File: config.mk
export PLATFORM = sky130hd
export DESIGN_NAME = lsu
export DESIGN_NICKNAME = d
export VERILOG_FILES = /design/src/mem_op_pkg.sv /design/src/simt_cfg_pkg.sv /design/src/lsu.sv /design/src/pipe_register.sv
export SDC_FILE = /design/constraint.sdc
export NUM_CORES = 1
export LEC_CHECK = 0
export ABC_AREA = 1
export BUFFER_PORTS_ARGS = -buffer_cell sky130_fd_sc_hd__buf_2
export CORE_AREA = 8 8 381 383
export DETAILED_ROUTE_END_ITERATION = 8
export DIE_AREA = 0 0 389 391
export HOLD_SLACK_MARGIN = 0.1
export PLACE_DENSITY = 0.36
export SYNTH_ARGS = -nofsm -noshare
export SYNTH_HDL_FRONTEND = slang
export SYNTH_SLANG_ARGS = --single-unit
export TNS_END_PERCENT = 5
File: constraint.sdc
create_clock -name clk -period 0.99 [get_ports clk]
set_clock_uncertainty 0.1 [all_clocks]
set_input_delay 0 -clock clk [delete_from_list [all_inputs] [get_ports clk]]
set_output_delay 0 -clock clk [all_outputs]
set_load 0.005 [all_outputs]
File: src/mem_op_pkg.sv
package mem_op_pkg;

	// load opcodes, bit 2 marks the unsigned forms
	typedef enum logic [2:0] {
		LB = 3'd0,
		LH = 3'd1,
		LW = 3'd2,
		LBU = 3'd4,
		LHU = 3'd5,
		NO_MEM_READ = 3'd7
	} mem_read_t;

	// store opcodes
	typedef enum logic [2:0] {
		SB = 3'd0,
		SH = 3'd1,
		SW = 3'd2,
		NO_MEM_WRITE = 3'd7
	} mem_write_t;

	// writeback source toward the register file
	typedef enum logic [1:0] {
		WB_NONE = 2'd0,
		WB_ALU = 2'd1,
		WB_MEM = 2'd2,
		WB_PC = 2'd3
	} wb_sel_t;

	// address layout: byte in word, then bank, then row above the bank bits
	localparam int BYTE_LSB = 0;
	localparam int BYTE_W = 2;
	localparam int BANK_LSB = BYTE_LSB + BYTE_W;

endpackage

File: src/simt_cfg_pkg.sv
package simt_cfg_pkg;

	// ceil log2, never below one bit
	// keeps index ports legal when a count is 1
	function automatic int idx_w(input int n);
		return (n > 1) ? $clog2(n) : 1;
	endfunction

	// lanes per warp
	localparam int NUM_THREADS = 4;
	// warps resident in the core
	localparam int NUM_WARPS = 4;
	// data memory banks, power of two
	localparam int NUM_BANKS = 4;
	// words per bank
	localparam int BANK_DEPTH = 64;

	// datapath widths
	localparam int DATA_W = 32;
	localparam int ADDR_W = 32;
	// destination register index
	localparam int REG_W = 5;

	// derived index widths
	localparam int WARP_W = idx_w(NUM_WARPS);
	localparam int BANK_W = idx_w(NUM_BANKS);
	localparam int ROW_W = idx_w(BANK_DEPTH);

endpackage
File: src/lsu.sv
`timescale 1ns/10ps

module lsu #(
	parameter int NUM_THREADS = simt_cfg_pkg::NUM_THREADS,
	parameter int NUM_WARPS = simt_cfg_pkg::NUM_WARPS,
	localparam int WARP_NUM_W = simt_cfg_pkg::idx_w(NUM_WARPS)
) (
	input logic clk,
	input logic rst_n,
	input logic no_slot_mem,
	input logic [NUM_THREADS-1:0] req_valid,
	input logic [NUM_THREADS-1:0][simt_cfg_pkg::ADDR_W-1:0] req_base_address,
	input logic [NUM_THREADS-1:0][simt_cfg_pkg::ADDR_W-1:0] req_offset,
	input logic [NUM_THREADS-1:0][simt_cfg_pkg::DATA_W-1:0] req_store_data,
	input mem_op_pkg::mem_read_t req_mem_read,
	input mem_op_pkg::mem_write_t req_mem_write,
	input logic [simt_cfg_pkg::REG_W-1:0] req_rd,
	input logic [WARP_NUM_W-1:0] req_warp_num,
	input mem_op_pkg::wb_sel_t req_wb,
	input logic [simt_cfg_pkg::ADDR_W-1:0] req_pc,
	input logic [NUM_THREADS-1:0][simt_cfg_pkg::DATA_W-1:0] dmem_load_data,
	input logic dmem_delay,
	output logic out_delay,
	output logic buffer_advance,
	output logic [NUM_THREADS-1:0][simt_cfg_pkg::ADDR_W-1:0] dmem_address,
	output logic [NUM_THREADS-1:0][simt_cfg_pkg::DATA_W-1:0] dmem_store_data,
	output logic [NUM_THREADS-1:0] dmem_valid,
	output mem_op_pkg::mem_read_t dmem_mem_read,
	output mem_op_pkg::mem_write_t dmem_mem_write,
	output logic [NUM_THREADS-1:0][simt_cfg_pkg::DATA_W-1:0] wb_loaded_data,
	output logic [simt_cfg_pkg::REG_W-1:0] wb_rd,
	output mem_op_pkg::wb_sel_t wb_sel,
	output logic [NUM_THREADS-1:0] wb_valid,
	output logic [WARP_NUM_W-1:0] wb_warp_num,
	output logic [simt_cfg_pkg::ADDR_W-1:0] wb_pc
);
	import simt_cfg_pkg::*;
	import mem_op_pkg::*;

	// one memory instruction as it sits in the buffer
	typedef struct packed {
		logic [NUM_THREADS-1:0][ADDR_W-1:0] address;
		logic [NUM_THREADS-1:0][DATA_W-1:0] store_data;
		logic [NUM_THREADS-1:0] valid;
		mem_read_t mem_read;
		mem_write_t mem_write;
		logic [REG_W-1:0] rd;
		logic [WARP_NUM_W-1:0] warp_num;
		wb_sel_t wb;
		logic [ADDR_W-1:0] pc;
	} lsu_req_t;

	// empty buffer: no lanes, no memory op, no writeback
	localparam lsu_req_t REQ_IDLE = '{
		mem_read: NO_MEM_READ,
		mem_write: NO_MEM_WRITE,
		wb: WB_NONE,
		default: '0
	};

	logic [NUM_THREADS-1:0][ADDR_W-1:0] req_address;
	lsu_req_t req_d;
	lsu_req_t req_q;

	// memory busy or writeback port taken, either one freezes the stage
	assign out_delay = dmem_delay | no_slot_mem;
	assign buffer_advance = ~out_delay;

	// address generation, one adder per lane
	always_comb begin
		for (int t = 0; t < NUM_THREADS; t++) begin
			req_address[t] = req_base_address[t] + req_offset[t];
		end
	end

	assign req_d = '{
		address: req_address,
		store_data: req_store_data,
		valid: req_valid,
		mem_read: req_mem_read,
		mem_write: req_mem_write,
		rd: req_rd,
		warp_num: req_warp_num,
		wb: req_wb,
		pc: req_pc
	};

	// request buffer, never flushed here
	pipe_register #(
		.payload_t(lsu_req_t),
		.reset_value(REQ_IDLE)
	) u_req_buffer (
		.clk(clk),
		.rst_n(rst_n),
		.stall(out_delay),
		.flush(1'b0),
		.in(req_d),
		.out(req_q)
	);

	// buffered fields fan out to the data memory
	assign dmem_address = req_q.address;
	assign dmem_store_data = req_q.store_data;
	assign dmem_valid = req_q.valid;
	assign dmem_mem_read = req_q.mem_read;
	assign dmem_mem_write = req_q.mem_write;

	// and to the register file side
	assign wb_loaded_data = dmem_load_data;
	assign wb_rd = req_q.rd;
	assign wb_valid = req_q.valid;
	assign wb_warp_num = req_q.warp_num;
	assign wb_pc = req_q.pc;
	// no writeback until the last conflicting lane is served
	assign wb_sel = dmem_delay ? WB_NONE : req_q.wb;

	// issue side sends loads and stores as separate instructions
	assert property (@(posedge clk) disable iff (!rst_n)
		!(req_q.mem_read != NO_MEM_READ && req_q.mem_write != NO_MEM_WRITE))
		else $error("lsu: buffered instruction is both load and store");

endmodule

File: src/pipe_register.sv
`timescale 1ns/10ps

module pipe_register #(
	parameter type payload_t = logic,
	parameter payload_t reset_value = '0
) (
	input logic clk,
	input logic rst_n,
	input logic stall,
	input logic flush,
	input payload_t in,
	output payload_t out
);

	// flush wins over stall
	// reset and flush land on the same idle value
	always_ff @(posedge clk or negedge rst_n) begin
		if (!rst_n) begin
			out <= reset_value;
		end else if (flush) begin
			out <= reset_value;
		end else if (!stall) begin
			out <= in;
		end
	end

	// the owner of this stage must never ask for both at once
	// a flushed stage that is also stalled has no defined content
	assert property (@(posedge clk) disable iff (!rst_n) !(flush && stall))
		else $error("pipe_register: flush and stall high together");

endmodule

Word level (Yosys, flattened, before mapping)
Index checks and enable logic that the tools add are counted.
{ "classes": {"n_addsub": 4, "n_bitwise": 2, "mux": 1} }
{ "ops": {"columns": ["cell", "n"], "rows": [
  ["32-bit adder", 4],
  ["2-bit 2-to-1 mux", 1],
  ["1-bit inverter", 1],
  ["1-bit bitwise OR", 1]
]} }
{ "word_totals": {"ff_bits": 307, "output_inout_bits": 441, "in_bits": 567} }

Logic depth before layout (Yosys ltp)
{ "logic_depth": {"word_depth": 2, "mapped_depth": 12} }

Hierarchy
From an unflattened synthesis, not the netlist that was laid out.
{ "hier_totals": {"hier_cells": 3447, "area_unflattened_um2": 22351.4} }
{ "modules_own_cells": {"columns": ["module", "area_each_um2", "cells_each", "seq_area_each_um2", "n_inst"], "rows": [
  ["pipe_register", 12062.8, 1344, 7689.9, 1],
  ["lsu", 10288.6, 2103, 0.0, 1]
]} }

Worst setup path after synthesis
No wires, ideal clock.
{ "synth_path": {"path_kind": "input to register", "start": "in req_base_address[64] (netlist bit)", "end": "reg u_req_buffer.out[259] (netlist bit)", "setup_ns": 0.083, "stages": 9, "t_arrival_ns": 1.396, "t_required_ns": 0.807, "path_slack_ns": -0.589, "cell_sequence": "ha_1 > fa_1 > nand3_1 > nand3_1 > a21oi_1 > o21ai_0 > nand2_1 > nand2_1 > o21ai_0"} }
{ "synth_via": {"elab_chain_len": 1} }
{ "synth_lines": {"columns": ["element", "line_no", "rtl"], "rows": [
  ["from (decl)", "lsu.sv:12", "input logic [NUM_THREADS-1:0][simt_cfg_pkg::ADDR_W-1:0] req_base_address,"],
  ["32-bit adder", "lsu.sv:72", "req_address[t] = req_base_address[t] + req_offset[t];"],
  ["to (signal assigned)", "pipe_register.sv:19", "out <= reset_value;"],
  ["to (signal assigned)", "pipe_register.sv:21", "out <= reset_value;"],
  ["to (signal assigned)", "pipe_register.sv:23", "out <= in;"],
  ["to (decl)", "pipe_register.sv:12", "output payload_t out"]
]} }
Every way passes these cells.
A chain may end at the register's enable or synchronous reset.

Worst setup path after layout
{ "layout_path": {"start": "reg u_req_buffer.out[272] (netlist bit)", "end": "out dmem_address[93] (netlist bit)"} }
{ "layout_lines": {"columns": ["element", "line_no", "rtl"], "rows": [
  ["to (decl)", "lsu.sv:25", "output logic [NUM_THREADS-1:0][simt_cfg_pkg::ADDR_W-1:0] dmem_address,"]
]} }
No word-level cell between the ends.

==> results by group <==
Power
  • Part of the power in registers: 30.5%
  • Pwr dens: 1280 nW/um2
  • Clock share of power: 30.5%
  • Gate power share: 39.0%
  • Max VDD drop: 0.000884 V
  • Lkg Pwr: 0.0216 uW
  • Sw power: 18100 uW
  • Sw Share: 34.6%
  • Int Pwr: 34200 uW

STA
  • Fmax: 0.690 GHz
  • Max-slew violation count: 0
  • Worst hold slack: -0.401 ns
  • Endpoints failing setup: 393
  • Slew HR: 56.6%
  • Unrepaired setup endpoints after global routing: true
  • Fin crit period: 1.45 ns
  • Final WS setup: -0.460 ns
  • Final Cycle Share: 146%
  • Final hold violation count: 147
  • Worst Tran Pin Value: 0.651 ns

Hold path
  • Hold Crit Class: input pin to asynchronous set/reset pin

Setup path
  • Data arrival, critical path: 1.35 ns
  • Critical path required time: 0.89 ns
  • Crit Path Max Fanout: 2
  • Setup crit end kind: output pin
  • Setup CP Type: register to output pin
  • Critical Path Start Type: register

Global route
  • All-layer global routing usage: 15.3%
  • Vias in the first global route: 27300
  • First-pass GRT wire length: 178000 um
  • Initial antenna violation count: 27
  • Global route total overflow: 0
  • Maximum number of pins on one net before global-route repair: 39

Clocking
  • Clock Sinks: 307
  • CTS root buf: clkbuf_16
  • CTS clk-pin slew, worst paths: 0.06 ns
  • Clock buffer depth: 3
  • Worst-skew pair later-pin latency: 0.58 ns
  • Cts bufs inserted: 43
  • H-tree Lvls: 2
  • CTS tree: done

Placement
  • DP Area: 30000 um2
  • Number of port buffers: 751
  • Gpl congestion: 0.883
  • Post-DP HPWL: 98300 um

Finish
  • Most frequent cells in the layout: 1496 x nand2_1, 665 x buf_2, 571 x dlygate4sd3_1
  • Biggest regs: u_req_buffer.out (307)
  • Share of cells above drive strength 1: 34.9%
  • Most common cell after layout, fill and taps aside: nand2_1
  • Final core utilization: 29.4%
  • Largest register FFs: 307
  • Number of fill cells: 15100
  • Area grow syn2layout: 70.9%
  • Nets: 5613
  • Post-layout instance area: 40800 um2
  • Top reg by flops: u_req_buffer.out

Synthesis
  • Largest family of logic cells by synthesized area: simple AND/OR/NAND/NOR gates
  • Synth Warn #: 0
  • Synth Register Bits: 307
  • Syn Nets: 4303
  • Post-Synth Simple-Gate Area: 33.1%
  • XOR/XNOR Fraction of Synth Area: 2.31%
  • Compound-Gate Fraction of Synth Area: 3.59%
  • Synthesized-area fraction occupied by adder cells: 6.84%
  • Avg Inst Size Synth: 6.61 um2
  • Netlist cell types: 27
  • Mux contribution to synthesized area: 0%
  • Post-Syn Area: 23900 um2
  • Main flop type after synthesis: dfrtp_1
  • Asr flop ratio synth: 100%
  • Post-synth EDFFs: 0
  • Mapped Cells: 3608
  • Register area share after synthesis: 32.2%

Outcome
  • Failing checks: negative hold slack, negative setup slack
  • Status: finished, violations left

Routing
  • Iteration-0 DRC count of the detailed router: 1081
  • Routed len/inst: 18.2 um
  • DRC violations left: 0
  • Vias: 26200
  • ANT nets after route: 0
  • Drt total wl: 123000 um
  • TritonRoute pass-1 iters: 5
  • Vias/cell: 3.87

Floorplan
  • Num rows: 137
  • # IOs: 1008
  • Die Y: 391 um
  • Starting Density: 17.2%
  • Core footprint: 139000 um2
  • Total die area: 152000 um2
  • Die W: 389 um

Run
  • Max-capacitance violation count: 0
==> power groups by stage <==
stage | logic (uW) | registers [uW] | clock network [uW]
floorplan | 9670 | 15500 | 0
global placement | 15800 | 16000 | 0
detailed placement | 15800 | 16000 | 0
CTS | 19100 | 16000 | 16800
global route | 22400 | 16200 | 17200
finish | 20400 | 16000 | 15900
==> area by class of cell <==
| class | instances | area, um2 | area share [%] |
|---|---|---|---|
| sequential | 307 | 7700 | 18.9 |
| inverter | 437 | 1660 | 4.07 |
| antenna | 14 | 35.0 | 0.0859 |
| clock inverter | 14 | 174 | 0.427 |
| timing repair buffer | 1769 | 14000 | 34.3 |
| tap | 1807 | 2260 | 5.55 |
| multi-input combinational | 2360 | 13700 | 33.5 |
| clock buffer | 65 | 1260 | 3.09 |
==> per-layer routing <==
layer	GRT usage, %	routed length (um)
met3	3.55	7470
met4	4.82	3900
met1	18.8	52600
met2	26.6	59100
met5	0	22
==> path summary, 6_finish.rpt <==
path,start,endpoint,slack [ns],depth (start not counted)
worst max-delay path,u_req_buffer.out[272],dmem_address[93],-0.46,2
worst min-delay path,rst_n,u_req_buffer.out[291],-0.40,6
worst max register to register,u_req_buffer.out[186],u_req_buffer.out[186],0.10,2
worst min register to register,u_req_buffer.out[19],u_req_buffer.out[19],0.36,2
max in group asynchronous,rst_n,u_req_buffer.out[189],0.06,9
min in group clk,no_slot_mem,u_req_buffer.out[292],-0.22,5
==> logic make-up after synthesis <==
family,after synthesis
compound gates,163
xor+xnor,63
fa+ha+maj,128
buf+inv,941
flops,307
simple gates,2006
==> stage by stage <==
stage               hold slack (ns)  setup TNS, ns  cells  worst slack [ns]  power (uW)
detailed placement           -0.204        -131.92   6064             -1.01       31800
floorplan                    -0.396         -31.69   3608            -0.383       25200
global route                 -0.448        -100.46   6767            -0.517       55800
CTS                          -0.479        -107.91   6740            -0.556       51900
global placement             -0.205        -131.50   6064            -0.968       31800
finish                       -0.401         -75.03   6773            -0.460       52400
==> worst max-delay path, cell delays in order (launching register included) <==
cell	delay [ns]
dfrtp_2	0.44
buf_12	0.16
buf_6	0.13
==> cells in the mapped netlist (9+ instances only) <==
master	instances	area [um2]
a21oi_1	84	420
nand2_1	1620	6080
o21ai_1	15	75.1
nand3_1	176	881
buf_1	9	33.8
buf_4	438	3290
nand3b_1	16	120
dfrtp_1	301	7530
inv_1	436	1640
nand4_1	12	75.1
clkbuf_1	22	82.6
ha_1	124	1550
nor2_1	155	582
nor3_1	15	75.1
o21ai_0	48	240
o21bai_1	12	90.1
buf_2	35	175
xnor2_1	62	543
==> timing repair <==
item,4_1_cts,5_1_grt
buffers inserted,1,11
hold buffers,597,11
endpoints found under the setup margin,406,467
hold endpoints to repair,742,339
gates resized for setup,237,464
pin swaps,14,93
No activity file was read; power rests on OpenSTA's default activity.
